--- src/verilog/core_pkg.sv ---
// Core word and index types, opcodes, exception causes, instruction fields and pipeline structs
package core_pkg;

	typedef logic [31:0] word_t;    // Data word and program counter
	typedef logic [4:0]  reg_idx_t;
	typedef logic [3:0]  hf_tag_t;  // Enough for a history depth of 16

	typedef enum logic [3:0] {
		OP_LI  = 4'd0,
		OP_ADD = 4'd1,
		OP_SUB = 4'd2,
		OP_MUL = 4'd3
	} op_e;

	typedef enum logic [1:0] {
		EXC_NONE     = 2'd0,
		EXC_ILLEGAL  = 2'd1,
		EXC_OVERFLOW = 2'd2
	} exc_e;

	// Instruction word layout
	localparam int OPC_MSB = 31;
	localparam int OPC_LSB = 28;
	localparam int RD_MSB  = 27;
	localparam int RD_LSB  = 23;
	localparam int RS1_MSB = 22;
	localparam int RS1_LSB = 18;
	localparam int RS2_MSB = 17;
	localparam int RS2_LSB = 13;
	localparam int IMM_MSB = 15;  // Overlaps rs2, only LI reads it
	localparam int IMM_LSB = 0;

	typedef struct packed {
		op_e      op;
		logic     illegal;
		reg_idx_t rd;
		logic     has_rd;
		word_t    src1;
		word_t    src2;
		word_t    imm;      // Sign extended
		hf_tag_t  tag;
	} uop_t;

	typedef struct packed {
		logic     valid;
		hf_tag_t  tag;
		reg_idx_t rd;
		logic     has_rd;
		word_t    result;
		exc_e     cause;
	} wb_t;

	typedef struct packed {
		word_t    pc;
		reg_idx_t rd;
		logic     has_rd;
		word_t    old_val;  // Destination value before this instruction
	} hf_alloc_t;

endpackage

--- src/verilog/exec_lanes.sv ---
// Single-cycle ALU lane and three-stage multiply lane with completion structs and kill
`timescale 1ns/1ns

module exec_lanes (
	input  logic           clk_i,
	input  logic           arst_n_i,
	input  logic           issue_i,
	input  logic           kill_i,
	input  core_pkg::uop_t uop_i,
	output core_pkg::wb_t  alu_wb_o,
	output core_pkg::wb_t  mul_wb_o
);
	import core_pkg::*;

	logic       is_mul;
	word_t      alu_res;
	logic       alu_ovf;
	exc_e       alu_cause;
	logic       alu_vld_q;
	wb_t        alu_q;
	logic [2:0] mul_vld_q;   // Bit n is stage n+1
	word_t      mul_a_q;
	word_t      mul_b_q;
	wb_t        mul_s1_q;
	wb_t        mul_s2_q;
	wb_t        mul_s3_q;

	// Illegal words go down the ALU lane to report their cause
	assign is_mul = (uop_i.op == OP_MUL) && !uop_i.illegal;

	always_comb begin
		alu_res = '0;
		alu_ovf = 1'b0;
		case (uop_i.op)
			OP_LI: alu_res = uop_i.imm;
			OP_ADD: begin
				alu_res = uop_i.src1 + uop_i.src2;
				alu_ovf = (uop_i.src1[31] == uop_i.src2[31]) && (alu_res[31] != uop_i.src1[31]);
			end
			OP_SUB: begin
				alu_res = uop_i.src1 - uop_i.src2;
				alu_ovf = (uop_i.src1[31] != uop_i.src2[31]) && (alu_res[31] != uop_i.src1[31]);
			end
			default: alu_res = '0;
		endcase
		if (uop_i.illegal) begin
			alu_cause = EXC_ILLEGAL;
		end else if (alu_ovf) begin
			alu_cause = EXC_OVERFLOW;
		end else begin
			alu_cause = EXC_NONE;
		end
	end

	always_ff @(posedge clk_i or negedge arst_n_i) begin
		if (!arst_n_i) begin
			alu_vld_q <= 1'b0;
			mul_vld_q <= '0;
		end else if (kill_i) begin
			alu_vld_q <= 1'b0;
			mul_vld_q <= '0;
		end else begin
			alu_vld_q <= issue_i && !is_mul;
			mul_vld_q <= {mul_vld_q[1:0], issue_i && is_mul};
		end
	end

	// Payload stages, qualified by the valid bits above
	always_ff @(posedge clk_i) begin
		alu_q <= '{valid: 1'b1, tag: uop_i.tag, rd: uop_i.rd, has_rd: uop_i.has_rd,
		           result: alu_res, cause: alu_cause};
		mul_a_q  <= uop_i.src1;
		mul_b_q  <= uop_i.src2;
		mul_s1_q <= '{valid: 1'b1, tag: uop_i.tag, rd: uop_i.rd, has_rd: uop_i.has_rd,
		              result: '0, cause: EXC_NONE};
		mul_s2_q        <= mul_s1_q;
		mul_s2_q.result <= mul_a_q * mul_b_q;  // Low 32 bits only
		mul_s3_q        <= mul_s2_q;
	end

	always_comb begin
		alu_wb_o       = alu_q;
		alu_wb_o.valid = alu_vld_q;
		mul_wb_o       = mul_s3_q;
		mul_wb_o.valid = mul_vld_q[2];
	end

endmodule

--- config.mk ---
export PLATFORM = sky130hd
export DESIGN_NAME = exec_lanes
export DESIGN_NICKNAME = d
export VERILOG_FILES = /design/src/verilog/core_pkg.sv /design/src/verilog/exec_lanes.sv
export SDC_FILE = /design/constraint.sdc
export NUM_CORES = 1
export LEC_CHECK = 0
export BUFFER_PORTS_ARGS = -buffer_cell sky130_fd_sc_hd__buf_2
export CAP_MARGIN = 10
export CELL_PAD_IN_SITES_DETAIL_PLACEMENT = 1
export CELL_PAD_IN_SITES_GLOBAL_PLACEMENT = 1
export CORE_ASPECT_RATIO = 1.1
export CORE_MARGIN = 2
export CORE_UTILIZATION = 48
export DETAILED_ROUTE_END_ITERATION = 6
export HOLD_SLACK_MARGIN = 0.12
export PLACE_DENSITY_LB_ADDON = 0.1
export SYNTH_ARGS = -nofsm -noshare
export SYNTH_HDL_FRONTEND = slang
export SYNTH_SLANG_ARGS = --single-unit
--- constraint.sdc ---
create_clock -name clk_i -period 9.1 [get_ports clk_i]
set_input_delay 1.365 -clock clk_i [delete_from_list [all_inputs] [get_ports clk_i]]
set_output_delay 1.365 -clock clk_i [all_outputs]
set_load 0.005 [all_outputs]
**Word-level counts from Yosys, hierarchy flattened**

Index checks and enable logic that the tools add are counted.

- Output and inout bits: 90
- Register bits: 196
- Word-level logic and storage cells: 40

- $add $sub $neg: 2
- Muxes and demuxes: 5
- $mul: 1
- Equal/unequal tests: 7
- Reduce and logical (&&, ||, !) cells: 8

Operator list:

| operator | count |
|---|---|
| 32-bit case mux with 3 select lines | 1 |
| 32-bit adder | 1 |
| 32-bit by 32-bit multiplier with 32-bit output | 1 |
| 32-bit subtractor | 1 |
| 4-bit by 2-bit == test with 1-bit output, second input constant | 2 |
| 1-bit logical AND | 5 |
| 4-bit by 1-bit == test with 1-bit output, second input constant | 1 |
| 4-bit zero test | 1 |
| 3-bit 2-to-1 mux | 1 |
| 1-bit != test | 3 |
| 1-bit zero test | 2 |
| 2-bit 2-to-1 mux | 1 |
| 1-bit case mux with 2 select lines | 1 |
| 1-bit == test | 1 |
| 1-bit 2-to-1 mux | 1 |

**Depth between registers and ports, before layout**

- Depth after elaboration: 5
- Mapped depth: 28
- Gate-level depth less buffers: 26

**Worst setup path after synthesis**

No wires, ideal clock.

- Kind: register to register
- From: register mul_b_q[2]
- To: register mul_s2_q[32] (netlist bit)
- Data required time: 9.028 ns
- Arrival time: 6.822 ns
- Path slack: 2.206 ns
- Period minus slack after synthesis: 6.894 ns
- Library setup time: 0.072 ns
- Stages on the path, launching flop included: 25
- Path buffers: 2
- Path through: dfxtp_1 clkbuf_1 clkbuf_1 nand2_1 fa_1 fa_1 fa_1 fa_1 inv_1 fa_1 inv_1 fa_1 fa_1 fa_1 inv_1 ha_1 a21o_1 a21o_1 a22o_1 or2_2 a21oi_1 o22ai_1 a211o_1 a21oi_1 xnor2_1

- Longest elaborated chain between the ends: 1

Ends and longest elaborated chain:

| item | line | text |
|---|---|---|
| from (decl) | exec_lanes.sv:23 | `word_t mul_b_q;` |
| from (signal assigned) | exec_lanes.sv:73 | `mul_b_q <= uop_i.src2;` |
| 32-bit by 32-bit multiplier with 32-bit output | exec_lanes.sv:77 | `mul_s2_q.result <= mul_a_q * mul_b_q;` |
| to (signal assigned) | exec_lanes.sv:76 | `mul_s2_q <= mul_s1_q;` |
| to (decl) | exec_lanes.sv:25 | `wb_t mul_s2_q;` |

Every way passes these cells.
A chain may end at the register's enable or synchronous reset.

**Final worst setup path**

Same ends and word-level chain as after synthesis.

==> run metrics <==
status finished clean; number of fill cells 5,635; crit path launch type register; Tcrit/Tclk final 0.828; Synth warnings 0; CP cell instances and2_1, fa_1, inv_1, fa_1, fa_1, fa_1, inv_1, fa_1, fa_1, fa_1, fa_1, ha_1, a21o_1, a21o_1, a21o_1, a22o_1, or2_2, a21oi_1, o22ai_1, a211o_1, a21oi_1, xnor2_1; critical path endpoint category register; Crit Path Max Fanout 30; post-CTS setup buffers 0; Site Rows 85; CTS tree yes; mapped cell area about 0.023 mm^2; FF+latch area a little under 0.004 mm^2; Sink Count approximately 200; I/O pin count between 200 and 250; syn avg cell area around 9.4 um^2; clk_skew ~15 ps; Synth area leaders fa_1 35%, dfxtp_1 16%, ha_1 9.9%; fraction of layout instances using a drive strength above 1 0.110; CP dominant cell by count fa_1; commonest non-fill, non-tap cell in the layout inv_1; Starting Density 0.483; routed wire length about 70,000 um; TNS Setup 0 ps; Cells after Synth about 2,500; setup violation total in the final timing report 0; Clock transition at path regs roughly 80 ps; via count approximately 18,000; Slew Viols, Final 0; global placement routability congestion 0.892; Initial DRT Pass Iterations 5; Tmin final roughly 7500 ps; Layout Nets 3,346; endpoints failing hold 0; Post-DP HPWL roughly 56,000 um; Fmax roughly 0.13 GHz; Async SR Flop Fraction 0.0204; Layout area overhead 9.18%; Detail Route Antenna Nets 0; Hold WC Path Type register to register; slowest CP cell dfxtp_1; IO buf count 202; Vias/cell 5.40; Post-synth EDFFs 0; commonest cells after routing, fill and taps aside 443 x inv_1, 410 x fa_1, 306 x and2_1; vias in the first global route ~20,000; H-Tree Level Count 4; All-Layer GR Usage 0.288; Synth cell types between 70 and 80; Core ar. ~0.049 mm^2; top cell type by total area after synthesis fa_1; CP peak stage delay 1000 ps; Avg WL per Cell about 21 um; # hold bufs at CTS 0; later-pin clock latency in the skew report about 510 ps; starting DRC count in detailed routing between 700 and 800; Arrival @ worst endpoint roughly 8000 ps; Die W 215 um; Die ar. just over 0.05 mm^2; post-CTS sizing 0; Yosys reg bits a little under 200; RSZ-0062 raised after global routing no; Clock Root Buffer clkbuf_16; Seq/Total Area, Yosys 0.168; Max Cap Viol 0; Least-Margin Pin Slew 1040 ps; largest net degree at the start of global routing 37; worst setup path class register to register; first-pass GRT wire length roughly 110,000 um; grt ovf 0; Required @ worst endpoint ~9500 ps; Max transition margin 0.306; number of antenna violations at the first check in global routing 3; area of the multi-input gates roughly 0.017 mm^2; top cell type's share of synthesized area 0.349; Die Y roughly 240 um; residual DRC count 0; Primary FF master, synth dfxtp_1; maximum clock path buffer count 2; CTS Buf Count 17
[routing by layer]
layer / global-route usage / up-vias / share of wire / wire length (um)
met5: 0 / - / 0.00010 / 7
met4: 0.0989 / 2 / 0.031 / 2140
met3: 0.0349 / 105 / 0.031 / 2150
met2: 0.515 / 374 / 0.52 / 36000
met1: 0.360 / 9325 / 0.42 / 29500
li1: - / 8026 / - / -
[critical path: cells and delay by family (launching register included)]
| family | cells | cell delay, ps |
|---|---|---|
| adder cells (fa/ha/maj) | 9 | 4150 |
| AND/OR/NAND/NOR | 2 | 560 |
| buffers and inverters | 2 | 130 |
| flip-flops | 1 | 1000 |
| XOR/XNOR | 1 | 130 |
| AO/OA/AOI/OAI | 8 | 1490 |
[area by class of cell]
cell class	instances	area share
well taps	652	0.0318
flip-flops and latches	196	0.154
repair buffers	232	0.0482
diodes	2	0.000195
clock buffers	17	0.0166
inverters	444	0.0650
clock inverters	14	0.00639
multi-input cells	1745	0.678
[Yosys cell counts (all sizes together) (3+ instances only)]
cell and n:
ha 185, or2 6, a31o 8, nand2b 12, fa 410, inv 443, a2111oi 3, o21a 13
or3 5, xor2 22, o31a 5, a22oi 4, nor2 82, a211o 4, dfxtp 192, and3 5
o31ai 8, dfrtp 4, nand3 11, nand2 267, a221oi 11, o21bai 11, nor3 20, a221o 25
clkbuf 110, a211oi 14, o21ai 32, a22o 16, a21o 31, or4 4, a21oi 70, o211ai 5
nor2b 10, buf 16, nor4 4, o221ai 15, and2 306, a31oi 11, o22ai 8, nand4 4
xnor2 70, o311ai 4
[flip-flops by register name (all words and copies together) (netlist names)]
register,count
mul_b_q,32
alu_vld_q,1
mul_wb_o,42
mul_vld_q,3
mul_a_q,32
mul_s2_q,42
alu_wb_o,34
mul_s1_q,10
[logic make-up after synthesis]
kind of cell,count (synthesis),synth area share
DFF,196,0.168
adders and majority gates,595,0.448
AOI/OAI and AO/OA,311,0.0964
other,1,0.000160
and+or+nand+nor,745,0.161
buffers and inverters,570,0.0923
xor gates and xnor gates,92,0.0343
[final timing paths]
| kind | cells after the start | from | slack, ps | end |
|---|---|---|---|---|
| min in group asynchronous | 1 | arst_n_i | 640 | mul_vld_q[0]$_DFF_PN0_ |
| max in group asynchronous | 1 | arst_n_i | 8340 | alu_vld_q$_DFF_PN0_ |
| worst min register to register | 0 | mul_s2_q[34]$_DFF_P_ | 330 | mul_wb_o[34]$_DFF_P_ |
| worst max-delay path | 22 | mul_b_q[2]$_DFF_P_ | 1560 | mul_s2_q[32]$_DFF_P_ |
| worst min-delay path | 0 | mul_s2_q[34]$_DFF_P_ | 330 | mul_wb_o[34]$_DFF_P_ |
| worst max register to register | 22 | mul_b_q[2]$_DFF_P_ | 1560 | mul_s2_q[32]$_DFF_P_ |
[stage by stage]
stage	cells	util	setup WS, ps	cell area [um^2]	hold WS (ps)
4_1_cts	3300	0.528	1540	25600	328
2_1_floorplan	2511	-	2210	23500	310
3_5_place_dp	3269	0.516	1550	25100	313
5_1_grt	3302	0.528	1190	25700	334
6_report	3302	0.528	1560	25700	326
3_3_place_gp	3269	0.516	1720	25100	310
Power is not shown: default switching activity piles up to over one toggle a cycle in this logic, so the estimate is an artifact.
