`src/verilog/core_pkg.sv`:
```
// Core word and index types, opcodes, exception causes, instruction fields and pipeline structs
package core_pkg;

	typedef logic [31:0] word_t;    // Data word and program counter
	typedef logic [4:0]  reg_idx_t;
	typedef logic [3:0]  hf_tag_t;  // Enough for a history depth of 16

	typedef enum logic [3:0] {
		OP_LI  = 4'd0,
		OP_ADD = 4'd1,
		OP_SUB = 4'd2,
		OP_MUL = 4'd3
	} op_e;

	typedef enum logic [1:0] {
		EXC_NONE     = 2'd0,
		EXC_ILLEGAL  = 2'd1,
		EXC_OVERFLOW = 2'd2
	} exc_e;

	// Instruction word layout
	localparam int OPC_MSB = 31;
	localparam int OPC_LSB = 28;
	localparam int RD_MSB  = 27;
	localparam int RD_LSB  = 23;
	localparam int RS1_MSB = 22;
	localparam int RS1_LSB = 18;
	localparam int RS2_MSB = 17;
	localparam int RS2_LSB = 13;
	localparam int IMM_MSB = 15;  // Overlaps rs2, only LI reads it
	localparam int IMM_LSB = 0;

	typedef struct packed {
		op_e      op;
		logic     illegal;
		reg_idx_t rd;
		logic     has_rd;
		word_t    src1;
		word_t    src2;
		word_t    imm;      // Sign extended
		hf_tag_t  tag;
	} uop_t;

	typedef struct packed {
		logic     valid;
		hf_tag_t  tag;
		reg_idx_t rd;
		logic     has_rd;
		word_t    result;
		exc_e     cause;
	} wb_t;

	typedef struct packed {
		word_t    pc;
		reg_idx_t rd;
		logic     has_rd;
		word_t    old_val;  // Destination value before this instruction
	} hf_alloc_t;

endpackage

```
`src/verilog/issue_decode.sv`:
```
// Instruction decode with register scoreboard, hazard stall and micro-op issue
`timescale 1ns/1ns

module issue_decode (
	input  logic                clk_i,
	input  logic                arst_n_i,
	input  logic                instr_valid_i,
	input  core_pkg::word_t     instr_i,
	input  core_pkg::word_t     pc_i,
	output logic                instr_ready_o,
	output core_pkg::reg_idx_t  rs1_idx_o,
	output core_pkg::reg_idx_t  rs2_idx_o,
	output core_pkg::reg_idx_t  rd_idx_o,
	input  core_pkg::word_t     rs1_val_i,
	input  core_pkg::word_t     rs2_val_i,
	input  core_pkg::word_t     old_val_i,
	input  core_pkg::hf_tag_t   hf_tag_i,
	input  logic                hf_full_i,
	input  logic                recovering_i,
	input  logic                kill_i,
	input  core_pkg::wb_t       alu_wb_i,
	input  core_pkg::wb_t       mul_wb_i,
	output logic                issue_o,
	output core_pkg::uop_t      uop_o,
	output core_pkg::hf_alloc_t alloc_o
);
	import core_pkg::*;

	logic [31:0] pending_q;    // One bit per register with a result in flight
	logic [31:0] pending_nxt;
	op_e         op;
	logic        illegal;
	logic        uses_rs;
	logic        has_rd;
	logic        hazard;
	word_t       imm_ext;

	assign op        = op_e'(instr_i[OPC_MSB:OPC_LSB]);
	assign rd_idx_o  = instr_i[RD_MSB:RD_LSB];
	assign rs1_idx_o = instr_i[RS1_MSB:RS1_LSB];
	assign rs2_idx_o = instr_i[RS2_MSB:RS2_LSB];
	assign imm_ext   = {{16{instr_i[IMM_MSB]}}, instr_i[IMM_MSB:IMM_LSB]};

	assign illegal = !(op inside {OP_LI, OP_ADD, OP_SUB, OP_MUL});
	assign uses_rs = op inside {OP_ADD, OP_SUB, OP_MUL};
	assign has_rd  = !illegal;  // Illegal words only carry their cause

	// RAW on the sources, WAW on the destination
	assign hazard = (uses_rs && (pending_q[rs1_idx_o] || pending_q[rs2_idx_o]))
	             || (has_rd && pending_q[rd_idx_o]);

	assign instr_ready_o = !hazard && !hf_full_i && !recovering_i;
	assign issue_o       = instr_valid_i && instr_ready_o;

	assign uop_o = '{op: op, illegal: illegal, rd: rd_idx_o, has_rd: has_rd,
	                 src1: rs1_val_i, src2: rs2_val_i, imm: imm_ext, tag: hf_tag_i};
	assign alloc_o = '{pc: pc_i, rd: rd_idx_o, has_rd: has_rd, old_val: old_val_i};

	always_comb begin
		pending_nxt = pending_q;
		if (alu_wb_i.valid && alu_wb_i.has_rd) begin
			pending_nxt[alu_wb_i.rd] = 1'b0;
		end
		if (mul_wb_i.valid && mul_wb_i.has_rd) begin
			pending_nxt[mul_wb_i.rd] = 1'b0;
		end
		if (issue_o && has_rd) begin
			pending_nxt[rd_idx_o] = 1'b1;
		end
	end

	always_ff @(posedge clk_i or negedge arst_n_i) begin
		if (!arst_n_i) begin
			pending_q <= '0;
		end else if (kill_i) begin
			pending_q <= '0;  // Lanes are flushed, nothing is in flight
		end else begin
			pending_q <= pending_nxt;
		end
	end

endmodule

```
`config.mk`:
```
export PLATFORM = sky130hd
export DESIGN_NAME = issue_decode
export DESIGN_NICKNAME = d
export VERILOG_FILES = /design/src/verilog/core_pkg.sv /design/src/verilog/issue_decode.sv
export SDC_FILE = /design/constraint.sdc
export NUM_CORES = 1
export LEC_CHECK = 0
export BUFFER_PORTS_ARGS = -buffer_cell sky130_fd_sc_hd__buf_2
export CORE_AREA = 2 2 179 181
export DETAILED_ROUTE_END_ITERATION = 6
export DIE_AREA = 0 0 181 183
export PLACE_DENSITY_LB_ADDON = 0.08
export SLEW_MARGIN = 5
export SYNTH_ARGS = -nofsm -noshare
export SYNTH_HDL_FRONTEND = slang
export SYNTH_SLANG_ARGS = --single-unit
export TNS_END_PERCENT = 10
```
`constraint.sdc`:
```
create_clock -name clk_i -period 13.3 [get_ports clk_i]
set_clock_uncertainty 0.15 [all_clocks]
set_input_delay 3.99 -clock clk_i [delete_from_list [all_inputs] [get_ports clk_i]]
set_output_delay 3.99 -clock clk_i [all_outputs]
set_load 0.02 [all_outputs]
```
* Word level (Yosys, flattened, before mapping)
Index checks and enable logic that the tools add are counted.
** Cells by class
- Divide/modulo/power cells :: 0
- Muxes and demuxes :: 16
- Magnitude comparators :: 8
- Shift-type cells :: 0
- Equal/unequal tests :: 3
- Reduce and logical (&&, ||, !) cells :: 20
- Add/subtract/negate cells :: 0
- $mul :: 0
- Bitwise logic cells :: 5
** Operators with widths (number)
- two-way mux 32 bit :: 4
- bitwise AND 32 bit :: 2
- NOT 32 bit :: 2
- bitwise OR 32 bit :: 1
- less-than comparator 5 x 6 -> 1 bit (second input constant) :: 5
- binary-select mux 1 bit (select 5 bit) :: 3
- demux 1 bit (select 5 bit) :: 3
- >= comparator 5 x 1 -> 1 bit (second input constant) :: 3
- logical AND 1 bit :: 11
- == test 4 x 2 -> 1 bit (second input constant) :: 2
- two-way mux 1 bit :: 6
- == test 4 x 1 -> 1 bit (second input constant) :: 1
- zero test 1 bit :: 4
- zero test 4 bit :: 1
- nonzero test 4 bit :: 1
- nonzero test 3 bit :: 1
- logical OR 1 bit :: 2
** Word-level totals
- Input bits :: 260
- Latch bits :: 0
- Bits in registers :: 32
- Output and inout port bits :: 198
- Bits in writable memories :: 0
- Memory bits (read-only) :: 0
- Word-level logic and storage cells :: 53
- Memories kept :: 0

* Logic depth before layout (Yosys ltp)
- Depth in word-level cells :: 12
- Gate-level depth with buffers :: 10

* Worst setup path after synthesis
No wires, ideal clock.
- Kind :: in2out
- From :: input port instr_i[24]
- To :: output port issue_o
- Stages on the path :: 10
- Buffers on the path :: 4
- Slack :: 2.680 ns
- Data arrival time :: 6.480 ns
- Path through :: buf_1 clkbuf_1 mux2i_1 o22ai_1 o211ai_1 nand3_1 or4_1 buf_2 buf_6 a21oi_1
** Between the ends
- Word-level cells in the longest chain between the ends :: 8
** RTL lines
- start, declared :: line issue_decode.sv:8 : input core_pkg::word_t instr_i,
- binary-select mux 1 bit (select 5 bit) :: line issue_decode.sv:50 : || (has_rd && pending_q[rd_idx_o]);
- two-way mux 1 bit (not written as such) :: line issue_decode.sv:50
- logical AND 1 bit :: line issue_decode.sv:50
- logical OR 1 bit :: line issue_decode.sv:50
- zero test 1 bit :: line issue_decode.sv:52 : assign instr_ready_o = !hazard && !hf_full_i && !recovering_i;
- logical AND 1 bit (2 in a row) :: line issue_decode.sv:52
- logical AND 1 bit :: line issue_decode.sv:53 : assign issue_o = instr_valid_i && instr_ready_o;
- end, declared :: line issue_decode.sv:23 : output logic issue_o,
No other way between the ends. The select of a mux whose other input is x is not followed.

* Final worst setup path
- From :: input port instr_i[18]
- To :: output port instr_ready_o
** Between the ends
- Word-level cells in the longest chain between the ends :: 8
** RTL lines
- binary-select mux 1 bit (select 5 bit) :: line issue_decode.sv:49 : assign hazard = (uses_rs && (pending_q[rs1_idx_o] || pending_q[rs2_idx_o]))
- two-way mux 1 bit (not written as such) :: line issue_decode.sv:49
- logical OR 1 bit :: line issue_decode.sv:49
- logical AND 1 bit :: line issue_decode.sv:49
- logical OR 1 bit :: line issue_decode.sv:50
- zero test 1 bit :: line issue_decode.sv:52
- logical AND 1 bit (2 in a row) :: line issue_decode.sv:52
- end, declared :: line issue_decode.sv:10 : output logic instr_ready_o,
No other way between the ends. The select of a mux whose other input is x is not followed.

==> metrics <==
Diodes inserted 0; clock latency on the worst-skew pair 0.28 ns; HPWL after DPL 11.7 mm; Core Region 0.0312 sq mm; post-synth top area cell buf_4; gpl congestion 0.745; max reg flops 32; CP Data Arrival Time 6.98 ns; hold slack 0.441 ns; routed length per instance 19.1 um; post-CTS setup buffers 0; Routed Antenna Nets 0; fillers 3572; nets@finish 633; Mapped Area 0.00451 sq mm; Startpoint Class input pin; Sw Share 32.9%; pin count of the biggest net entering global routing 35; Power Internal 192 uW; vias in the first global route 3020; root buf cell clkbuf_16; die area 0.0331 sq mm; leak pwr 0.00159 uW; cts bufs inserted 5; status completed; top-area cell type share of the netlist area 32.6%; die span in y 183 um; Seq/Total Area, Yosys 17.8%; P_sw 94.2 uW; Netlist cell types 40; proportion of layout cells with a drive suffix above 1 38.8%; CTS tree yes; Slew Limit Fails 0; starting density of the core 14.4%; biggest registers after layout pending_q: 32 flops; GRT overflow 0; Final Hold Viols 0; Mean Syn Cell Area 9.17 sq um; min-delay src pending_q[19]$_DFF_PN0_; fin area 0.00405 sq mm; Cell Area, Placed 0.00390 sq mm; DRT Pass-1 Iters 4; Least-Margin Pin Slew 1.21 ns; number of synthesized flops with an enable pin 0; top_reg_cell synth dfrtp_1; post-route total power 286 uW; via count 3117; setup TNS 0 ns; H-Tree Level Count 2; gr usage total 8.74%; r2r endpoint pending_q[19]$_DFF_PN0_; RSZ-0062 raised after global routing no; count leader, synth buf_4; Initial DRC Count 139; Setup CP Type input pin to primary output; Top Ports 458; mean number of vias per cell 4.02; Post-Syn Nets 752; maximum clock path buffer count 2; synth-to-layout area growth -10.3%; Cell Pwr Density 70.8 mW/mm^2; PortBufs 91; Flop pwr share 34.1%; reg2reg start pending_q[21]$_DFF_PN0_; largest reg by FF count pending_q; VDD IR max 0.0407 mV; Clk pwr share 41.3%; initial antenna violation count 0; Hold EP pending_q[19]$_DFF_PN0_; Max Fclk 89.9 MHz; cells on worst reg2reg path 7; CTS Hold Bufs 0; R2R setup slack 9.89 ns; number of remaining DRC errors 0; Synth Instances 492; Synth top cells by count 196 x buf_4, 32 x a22oi_1, 32 x dfrtp_1, 32 x nand3b_1, 28 x o41ai_2; Yosys reg bits 32; Rows 65; crit-path max FO 34; Yosys Warn Count 0; clock sinks 32; Post-CTS Resized 0; Hold Path Class register to register; asr flop ratio synth 100%; cells taking the most area after synthesis buf_4 33%, dfrtp_1 18%, o41ai_2 10%, mux4_2 6.5%, a22oi_1 5.3%; CP Capture Type primary output; max cap viols 0; Clk pin slew, worst setup/hold paths 0.05 ns; Die Wd 181 um; Worst Path Required 9.16 ns; Slew headroom 19.3%; final wirelength 14.8 mm; Final setup viols 0; hold path depth 2; first-pass GRT wire length 21.3 mm; post-layout min period 11.12 ns; fin crit share 83.6%; Gate power share 24.6%
cells in the final DEF, fill, tap and decap left out, types with 2 or more instances in the layout:
cell type,instances
clkbuf_16,5
nand3b_1,32
o41ai_1,4
nor2b_1,6
buf_4,2
o21ai_0,4
nor3_1,7
buf_2,91
or2_2,2
nand3_1,8
o41ai_2,28
mux4_2,13
and3b_1,4
a2111oi_0,3
dfrtp_1,32
mux2i_1,23
a22oi_1,32
nor4_1,2
nor2_1,14
nand2b_1,8
inv_1,4
o22ai_1,3
clkbuf_1,2
nand2_1,17
nor3b_1,9
and3_1,3
a211oi_1,2
power by group through the flow:
stage | sequential (uW) | clock [uW] | combinational, uW
after floorplan | 99.3 | 0 | 118
after global placement | 99.3 | 0 | 71.8
after detailed placement | 99.3 | 0 | 71.6
after CTS | 97.5 | 121 | 71.7
after global routing | 97.5 | 126 | 76.1
final | 97.6 | 118 | 70.4
cells by family after synthesis:
| group | synth area share, % |
|---|---|
| mux | 12.1 |
| compound gates | 19.2 |
| simple gates | 15.4 |
| buf+inv | 35.6 |
| flops | 17.8 |
layout make-up:
type / instances / area [sq um] / area share, %
Clock buffer: 8 / 146 / 3.62
Inverter: 4 / 15.0 / 0.371
Multi-Input combinational cell: 237 / 2110 / 52.2
Sequential cell: 32 / 801 / 19.8
Tap cell: 402 / 503 / 12.4
Timing Repair Buffer: 93 / 470 / 11.6
per-stage QoR:
| stage | instances | util, % | setup WS (ns) |
|---|---|---|---|
| 6_report | 776 | 13.0 | 2.18 |
| 3_3_place_gp | 768 | 12.5 | 2.14 |
| 3_5_place_dp | 768 | 12.5 | 2.14 |
| 5_1_grt | 776 | 13.0 | 2.07 |
| 2_1_floorplan | 492 | - | 2.68 |
| 4_1_cts | 776 | 13.0 | 2.13 |
routing by layer:
layer	global-route usage [%]	up-vias	wire length (um)
met5	0	-	0
met4	3.09	0	308
met3	1.37	47	857
met2	12.6	167	6120
met1	13.0	1542	7530
li1	-	1361	-
worst max-delay path, stage by stage:
cell and delay [ns]:
buf_2 0.28, mux4_2 0.58, mux4_2 0.50, nor2b_1 0.13, nor4_1 0.08, or4_2 0.68
buf_4 0.33, a21boi_1 0.21, buf_2 0.18
worst max-delay path by stage:
| stage | start | to | slack, ns | cells past startpoint |
|---|---|---|---|---|
| 6_report | instr_i[18] | instr_ready_o | 2.18 | 9 |
| 5_1_grt | instr_i[18] | issue_o | 2.07 | 9 |
| 4_1_cts | instr_i[18] | instr_ready_o | 2.13 | 9 |
| 3_5_place_dp | instr_i[18] | instr_ready_o | 2.14 | 9 |
| 3_3_place_gp | instr_i[18] | issue_o | 2.14 | 9 |
| 2_1_floorplan | instr_i[24] | issue_o | 2.68 | 10 |
No activity file was read; power rests on OpenSTA's default activity.
