## src/verilog/core_pkg.sv

```systemverilog
// Core word and index types, opcodes, exception causes, instruction fields and pipeline structs
package core_pkg;

	typedef logic [31:0] word_t;    // Data word and program counter
	typedef logic [4:0]  reg_idx_t;
	typedef logic [3:0]  hf_tag_t;  // Enough for a history depth of 16

	typedef enum logic [3:0] {
		OP_LI  = 4'd0,
		OP_ADD = 4'd1,
		OP_SUB = 4'd2,
		OP_MUL = 4'd3
	} op_e;

	typedef enum logic [1:0] {
		EXC_NONE     = 2'd0,
		EXC_ILLEGAL  = 2'd1,
		EXC_OVERFLOW = 2'd2
	} exc_e;

	// Instruction word layout
	localparam int OPC_MSB = 31;
	localparam int OPC_LSB = 28;
	localparam int RD_MSB  = 27;
	localparam int RD_LSB  = 23;
	localparam int RS1_MSB = 22;
	localparam int RS1_LSB = 18;
	localparam int RS2_MSB = 17;
	localparam int RS2_LSB = 13;
	localparam int IMM_MSB = 15;  // Overlaps rs2, only LI reads it
	localparam int IMM_LSB = 0;

	typedef struct packed {
		op_e      op;
		logic     illegal;
		reg_idx_t rd;
		logic     has_rd;
		word_t    src1;
		word_t    src2;
		word_t    imm;      // Sign extended
		hf_tag_t  tag;
	} uop_t;

	typedef struct packed {
		logic     valid;
		hf_tag_t  tag;
		reg_idx_t rd;
		logic     has_rd;
		word_t    result;
		exc_e     cause;
	} wb_t;

	typedef struct packed {
		word_t    pc;
		reg_idx_t rd;
		logic     has_rd;
		word_t    old_val;  // Destination value before this instruction
	} hf_alloc_t;

endpackage

```

## src/verilog/history_file.sv

```systemverilog
// Circular history buffer with in-order retirement, exception report and rollback walk
`timescale 1ns/1ns

module history_file #(
	parameter int HF_DEPTH = 8
) (
	input  logic                clk_i,
	input  logic                arst_n_i,
	input  logic                alloc_valid_i,
	input  core_pkg::hf_alloc_t alloc_i,
	output core_pkg::hf_tag_t   tag_o,
	output logic                full_o,
	output logic                recovering_o,
	output logic                kill_o,
	input  core_pkg::wb_t       alu_wb_i,
	input  core_pkg::wb_t       mul_wb_i,
	output logic                rb_we_o,
	output core_pkg::reg_idx_t  rb_idx_o,
	output core_pkg::word_t     rb_val_o,
	output logic                exc_valid_o,
	output core_pkg::word_t     exc_pc_o,
	output core_pkg::exc_e      exc_cause_o
);
	import core_pkg::*;

	localparam int PTR_W = $clog2(HF_DEPTH);

	typedef enum logic [1:0] {
		RUN,
		REPORT,
		WALK
	} hf_state_e;

	hf_state_e           state_q;
	logic [PTR_W-1:0]    head_q;
	logic [PTR_W-1:0]    tail_q;
	logic [PTR_W-1:0]    walk_q;    // Entry undone this cycle
	logic [PTR_W:0]      count_q;
	logic [HF_DEPTH-1:0] fin_q;
	hf_alloc_t           ent_q [HF_DEPTH];
	exc_e                cause_q [HF_DEPTH];
	logic [PTR_W:0]      n_ret;
	logic [PTR_W-1:0]    stop_idx;
	logic                exc_next;
	logic                flush;

	function automatic logic wb_exc(wb_t wb, logic [PTR_W-1:0] idx);
		return wb.valid && (wb.tag[PTR_W-1:0] == idx) && (wb.cause != EXC_NONE);
	endfunction

	// Count the finished, clean run at the head and look at the entry behind it
	always_comb begin
		logic             run;
		logic [PTR_W-1:0] idx;
		run   = 1'b1;
		n_ret = '0;
		for (int i = 0; i < HF_DEPTH; i++) begin
			idx = head_q + PTR_W'(i);
			if (run && ((PTR_W+1)'(i) < count_q) && fin_q[idx] && (cause_q[idx] == EXC_NONE)) begin
				n_ret = n_ret + 1'b1;
			end else begin
				run = 1'b0;
			end
		end
		stop_idx = head_q + n_ret[PTR_W-1:0];
		// Entry that becomes the head next cycle carries an exception
		exc_next = (state_q == RUN) && (n_ret < count_q)
		        && ((fin_q[stop_idx] && (cause_q[stop_idx] != EXC_NONE))
		            || wb_exc(alu_wb_i, stop_idx) || wb_exc(mul_wb_i, stop_idx));
	end

	// Walk ends at the entry just above the head
	assign flush = ((state_q == REPORT) && (count_q == (PTR_W+1)'(1)))
	            || ((state_q == WALK) && (walk_q == head_q + 1'b1));

	assign tag_o        = hf_tag_t'(tail_q);
	assign full_o       = count_q == (PTR_W+1)'(HF_DEPTH);
	assign recovering_o = state_q != RUN;
	assign kill_o       = state_q == REPORT;
	assign exc_valid_o  = state_q == REPORT;
	assign exc_pc_o     = ent_q[head_q].pc;
	assign exc_cause_o  = cause_q[head_q];
	assign rb_we_o      = (state_q == WALK) && ent_q[walk_q].has_rd;
	assign rb_idx_o     = ent_q[walk_q].rd;
	assign rb_val_o     = ent_q[walk_q].old_val;

	always_ff @(posedge clk_i or negedge arst_n_i) begin
		if (!arst_n_i) begin
			state_q <= RUN;
			head_q  <= '0;
			tail_q  <= '0;
			walk_q  <= '0;
			count_q <= '0;
			fin_q   <= '0;
		end else begin
			if (alu_wb_i.valid) begin
				fin_q[alu_wb_i.tag[PTR_W-1:0]] <= 1'b1;
			end
			if (mul_wb_i.valid) begin
				fin_q[mul_wb_i.tag[PTR_W-1:0]] <= 1'b1;
			end
			if (alloc_valid_i) begin
				fin_q[tail_q] <= 1'b0;
				tail_q        <= tail_q + 1'b1;
			end
			case (state_q)
				RUN: begin
					head_q  <= head_q + n_ret[PTR_W-1:0];
					count_q <= count_q - n_ret + (PTR_W+1)'(alloc_valid_i);
					if (exc_next) begin
						state_q <= REPORT;
					end
				end
				REPORT: begin
					walk_q  <= tail_q - 1'b1;  // Start from the newest entry
					state_q <= WALK;
				end
				WALK: walk_q <= walk_q - 1'b1;
				default: state_q <= RUN;
			endcase
			if (flush) begin
				state_q <= RUN;
				head_q  <= tail_q;
				count_q <= '0;
			end
		end
	end

	always_ff @(posedge clk_i) begin
		if (alloc_valid_i) begin
			ent_q[tail_q] <= alloc_i;
		end
		if (alu_wb_i.valid) begin
			cause_q[alu_wb_i.tag[PTR_W-1:0]] <= alu_wb_i.cause;
		end
		if (mul_wb_i.valid) begin
			cause_q[mul_wb_i.tag[PTR_W-1:0]] <= mul_wb_i.cause;
		end
	end

endmodule

```

## config.mk

```make
export PLATFORM = sky130hd
export DESIGN_NAME = history_file
export DESIGN_NICKNAME = d
export VERILOG_FILES = /design/src/verilog/core_pkg.sv /design/src/verilog/history_file.sv
export SDC_FILE = /design/constraint.sdc
export NUM_CORES = 1
export LEC_CHECK = 0
export ABC_AREA = 1
export ABC_CLOCK_PERIOD_IN_PS = 10300
export BUFFER_PORTS_ARGS = -buffer_cell sky130_fd_sc_hd__buf_2
export CELL_PAD_IN_SITES_DETAIL_PLACEMENT = 2
export CELL_PAD_IN_SITES_GLOBAL_PLACEMENT = 2
export CORE_MARGIN = 2
export CORE_UTILIZATION = 30
export CTS_CLUSTER_DIAMETER = 30
export DETAILED_ROUTE_END_ITERATION = 10
export PLACE_DENSITY_LB_ADDON = 0.1
export SKIP_CTS_REPAIR_TIMING = 1
export SKIP_LAST_GASP = 1
export SYNTH_ARGS = -nofsm -noshare
export SYNTH_HDL_FRONTEND = slang
export SYNTH_SLANG_ARGS = --single-unit
```

## constraint.sdc

```tcl
create_clock -name clk_i -period 10.3 [get_ports clk_i]
set_input_delay 0.515 -clock clk_i [delete_from_list [all_inputs] [get_ports clk_i]]
set_output_delay 0.515 -clock clk_i [all_outputs]
set_load 0.02 [all_outputs]
```

After elaboration in Yosys (flattened, before gate mapping) --
Memories as Yosys holds them, arrays and structs flattened. Cells that the tools add are included.
Cells by class: multiplexer cells 56, bitwise gates (word level) 4, add/sub/neg operators 20, reduce and logical (&&, ||, !) cells 55, $lt $le $gt $ge 24, equality and inequality tests 9
Operators with widths (number):
- $lt 3x4->1 const B | 12
- $logic_and 1x1->1 | 36
- $mux 4 | 8
- $bmux 1 s3 | 9
- $mux 1 | 26
- $add 4x1->4 const B | 6
- $mux 8 | 3
- $logic_not 2->1 | 9
- $lt 3x4->1 const A | 4
- $or 8x8->8 | 2
- $add 3x3->3 const B | 4
- $reduce_bool 2->1 | 6
- $demux 1 s3 | 3
- $eq 3x3->1 | 3
- $ge 3x1->1 const B | 3
- $and 8x8->8 | 1
- $lt 1x4->1 const A | 2
- $lt 2x4->1 const A | 2
- $not 8->8 | 1
- $add 3x1->3 const B | 2
- $add 3x2->3 const B | 2
- $mux 2 | 3
- $mux 3 | 2
- $pmux 2 s3 | 1
- other kinds (15) | 18
Storage, ports and cells: bits of input ports 163, output and inout bits 80, memory bits (writable) 576, memories 2, logic and storage cells 176, register bits after elaboration 23
Memory list:
- ent_q | words 8, width 70, read ports 2, clocked after memory_dff 0, wr ports 1, line history_file.sv:40 | hf_alloc_t ent_q [HF_DEPTH];
- cause_q | words 8, width 2, read ports 9, clocked after memory_dff 0, wr ports 2, line history_file.sv:41 | exc_e cause_q [HF_DEPTH];

Longest topological paths before layout --
depth after elaboration 43, mapped depth 50, mapped depth without buffers 45

Worst setup path after synthesis --
OpenSTA, ideal clock, no wires.
path kind flip-flop to flip-flop, start register head_q[0], end register state_q[0], required time 10183 ps, buffers on the path 6, setup time 117 ps, clock period less this slack 7436 ps, path slack 2864 ps, data arrival time 7319 ps, stages on the path, launching flop included 49, path through dfrtp_1 -> buf_6 -> inv_6 -> buf_6 -> buf_2 -> clkbuf_1 -> clkbuf_1 -> ha_1 -> buf_4 -> a21oi_1 -> o211ai_1 -> nand3_1 -> o2111a_1 -> ha_1 -> inv_1 -> a21oi_1 -> inv_1 -> nor2_4 -> (+13 left out) -> nand3_1 -> nand2_1 -> ha_1 -> inv_1 -> nand2_1 -> o21a_1 -> fa_1 -> inv_1 -> nor2_1 -> a2111o_1 -> nor2_1 -> a211oi_1 -> nand3_1 -> nand3_2 -> nand2_2 -> nand2_2 -> nand3_1 -> nand2_1
On the way: longest elaborated chain between the ends 42, elaborated cells between the ends (all ways) 100, classes of those cells 15 x add/sub; 1 x order compare; 5 x eq/ne; 34 x mux; 44 x reduce/logical; 1 x memory
Ends and longest elaborated chain:
- start: declaration | line history_file.sv:35 | logic [PTR_W-1:0] head_q;
- start signal: assignment | line history_file.sv:108 | head_q <= head_q + n_ret[PTR_W-1:0];
- start signal: assignment | line history_file.sv:123 | head_q <= tail_q;
- parallel branches: the longest is 42 deep, another holds $add 4x1->4
- end signal: assignment | line history_file.sv:89 | state_q <= RUN;
- end signal: assignment | line history_file.sv:111 | state_q <= REPORT;
- end signal: assignment | line history_file.sv:116 | state_q <= WALK;
- end: declaration | line history_file.sv:34 | hf_state_e state_q;
Parallel ways; which one is timed is not known. The select of a mux whose other input is x is not followed. A chain may end at the register's enable or synchronous reset.

Worst setup path in the final report --
start register head_q[1], end register state_q[1]
Same word-level chain as after synthesis.

==> flow_summary_export.csv <==
group,metric,value,unit
yosys,ys_seq_elements,599,
sta,grt_setup_unrepaired,"false",
sta,setup_violations,0,
min_path,hp-start,"alloc_i[23]",
worst_setup_path,r2r_end,"state_q[1]",
floorplan,fp.dieW,294,µm
floorplan,core_area,83400,µm²
yosys,syn-num-nets,2370,
placed_design,dpl.hpwl,44500,µm
detailed_routing,via_count,17800,
status,status,"completed",
yosys,synth_warnings,0,
floorplan,die_y,294,µm
cells_and_area,multi_input_area,6540,µm²
floorplan,start_util,30.2,%
yosys,syn-instance-count,2180,
global_route,grt_antenna_before_repair,14,
yosys,async_reset_ff_share,3.84,%
run,timing.max_cap.violations,0,
global_route,overflow,0,
worst_setup_path,reg2reg_from,"head_q[1]",
pwr,netSwitchingFraction,35.1,%
pwr,total_power,11.1,mW
global_route,grtUsageTotal,19.0,%
worst_setup_path,crit_slowest_cell,"dfrtp_1",
clock_tree,clockBufferDepth,3,
clock_tree,cts_root_buffer,"clkbuf_16",
detailed_routing,finalWirelength,80400,µm
detailed_routing,first_pass_iters,4,
yosys,yosys_most_used_dff,"edfxtp_1",
worst_setup_path,rrSetupSlack,1.38,ns
worst_setup_path,setup.worst_path.end,"state_q[1]",
min_path,min_path_cells,1,
global_route,grtUsageMet2,32.4,%
sta,max_freq,112,MHz
yosys,synth_top_area_cell,"edfxtp_1",
detailed_routing,wl_per_cell,22.2,µm
pwr,vdd_drop_max,0.214,mV
pwr,powerDensity,340,nW/µm²
worst_setup_path,start_kind,"flop",
worst_setup_path,crit_fanout,16,
cells_and_area,antennaDiodeCount,0,
pwr,p_leak,12.1,nW
clock_tree,numCtsBuffers,161,
detailed_routing,drc,0,
yosys,synth_cell_types,52,
yosys,synth_top_area_share,68.5,%
pwr,internal-power,7.21,mW
sta,worstMarginPinSlew,1.12,ns
yosys,synth_edf_count,576,
sta,finalHoldViolCount,0,
global_route,met3_usage,5.32,%
worst_setup_path,critPathMaxStageDelay,0.76,ns
worst_setup_path,cp_common_cell,"inv_1",
global_route,grt_pass1_vias,20200,
pwr,seqPwrFrac,28.7,%
yosys,ys_top_cells_by_area,"edfxtp_1, nor2_1, o21ai_0, nand2_1, dfrtp_1",
placed_design,place_congestion,0.752,
pwr,switchingPower,3.90,mW
worst_setup_path,cp.required,10.92,ns
floorplan,ios,243,
cells_and_area,stdcell_area,32600,µm²
placed_design,postPlaceCellArea,27200,µm²
sta,whs,0.0451,ns
clock_tree,htree_num_levels,4,
placed_design,portBuffers,163,
cells_and_area,fillers,8490,
sta,period_minus_slack,8.92,ns
sta,fin_setup_tns,0,ns
sta,fin_skew,0.0697,ns
yosys,synthTopCellsByCount,"edfxtp_1, nor2_1, o21ai_0, nand2_1, inv_1",
cells_and_area,utilization,39.1,%
global_route,grt_max_degree,107,
detailed_routing,drtIter0Drc,710,
yosys,yosysSeqAreaShare,70.8,%
cells_and_area,syn2layout_area_growth,29.3,%
cells_and_area,drive_above_1_share,18.6,%
pwr,clock_power_share,44.6,%
worst_setup_path,endpoint_kind,"flop",
clock_tree,worstSkewPairLatency,0.74,ns
pwr,power_frac_comb,26.7,%
yosys,syn_avg_cell_area,11.6,µm²
yosys,yosysMostFrequentCell,"edfxtp_1",
floorplan,num_rows,106,
detailed_routing,antenna_left,0,
clock_tree,clk_pin_slew,0.04,ns
worst_setup_path,crit_path_start,"head_q[1]",
worst_setup_path,worst_ep_arrival_time,9.54,ns
worst_setup_path,crit_type,"flop to flop",
sta,worst_slew_margin_rel,25.0,%
global_route,grt.busiest_layer,"met2",
min_path,hold_path_class,"primary input to flop",
floorplan,die-area,86400,µm²
clock_tree,cts_sinks,599,
clock_tree,cts_tree,"done",
cells_and_area,register_area,17900,µm²
yosys,syn_area,25200,µm²
cells_and_area,nets,2609,
global_route,grt_first_pass_wirelength,124000,µm
worst_setup_path,reg2reg_depth,43,
sta,fin_crit_sh,86.6,%
detailed_routing,via_per_inst,4.92,
sta,slew_violations,0,
global_route,grt_use_met1,22.9,%
==> how the worst min path moves through the flow <==
stage,to,slack [ns]
6_report,ent_q[2][23],0.05
5_1_grt,ent_q[2][23],0.03
4_1_cts,count_q[3],-0.20
3_5_place_dp,state_q[1],0.55
3_3_place_gp,state_q[1],0.54
2_1_floorplan,count_q[0],0.22
==> worst max-delay path, delay by kind of cell (launching register included) <==
family | cells | cell delay [ns]
AND/OR/NAND/NOR | 15 | 1.51
AO/OA/AOI/OAI | 10 | 2.21
buffers and inverters | 10 | 1.26
flip-flops | 1 | 0.76
adder cells (fa/ha/maj) | 8 | 3.08
==> per-layer routing <==
metal,routed length [µm],share of wire [%],up-vias
met1,34300,43,9047
li1,-,-,8264
met4,1820,2.3,24
met5,151,0.19,-
met3,4230,5.3,145
met2,39900,50,346
==> placed cells by master (no fill, tap or decap), types with 8 or more instances in the layout <==
master / instances
edfxtp_1: 576
nor2_1: 556
o21ai_0: 320
nand2_1: 189
buf_2: 163
clkbuf_16: 161
inv_1: 88
nand3_1: 54
o22ai_1: 52
a31oi_1: 41
nand4_1: 37
clkinv_1: 36
clkinv_2: 27
buf_4: 26
ha_1: 25
bufinv_16: 23
dfrtp_1: 20
clkbuf_1: 19
a21oi_1: 16
nand2_2: 15
nor2_4: 9
clkinv_16: 8
==> kinds of logic (layout without fill, tap and decap cells) <==
| group | after synthesis | after routing | synth area share, % |
|---|---|---|---|
| xor gates and xnor gates | 12 | 12 | 0.417 |
| DFF | 599 | 599 | 70.8 |
| AOI/OAI and AO/OA | 449 | 449 | 9.60 |
| other | 1 | 1 | 0.0149 |
| buffers and inverters | 213 | 577 | 3.48 |
| and+or+nand+nor | 879 | 879 | 14.3 |
| adders and majority gates | 27 | 27 | 1.40 |
==> layout make-up <==
cell class | instances | share of cell area, %
Multi-Input combinational cell | 1368 | 20.1
Clock buffer | 180 | 12.6
Sequential cell | 599 | 54.8
Inverter | 99 | 1.17
Timing Repair Buffer | 190 | 3.13
Clock inverter | 108 | 4.15
Tap cell | 1080 | 4.14
==> through the flow <==
step | setup WS [ns] | cells
after floorplan | 2.86 | 2180
after global placement | 1.72 | 3335
after detailed placement | 1.39 | 3335
after CTS | 1.33 | 3623
after global routing | 0.484 | 3624
final | 1.38 | 3624
==> registers in the layout (all words and copies together), names as in the netlist <==
register and cells:
walk_q 3, fin_q 8, count_q 4, cause_q 16, ent_q 560, state_q 2
head_q 3, tail_q 3
==> power by group through the flow <==
stage	combinational, mW	sequential [mW]	clock [mW]
global placement	2.96	3.21	0
detailed placement	3.04	3.22	0
finish	2.97	3.18	4.95
CTS	3.07	3.19	5.05
floorplan	1.98	3.11	0
global route	3.34	3.21	5.19
Note: power is estimated with default switching activity, not from simulation.
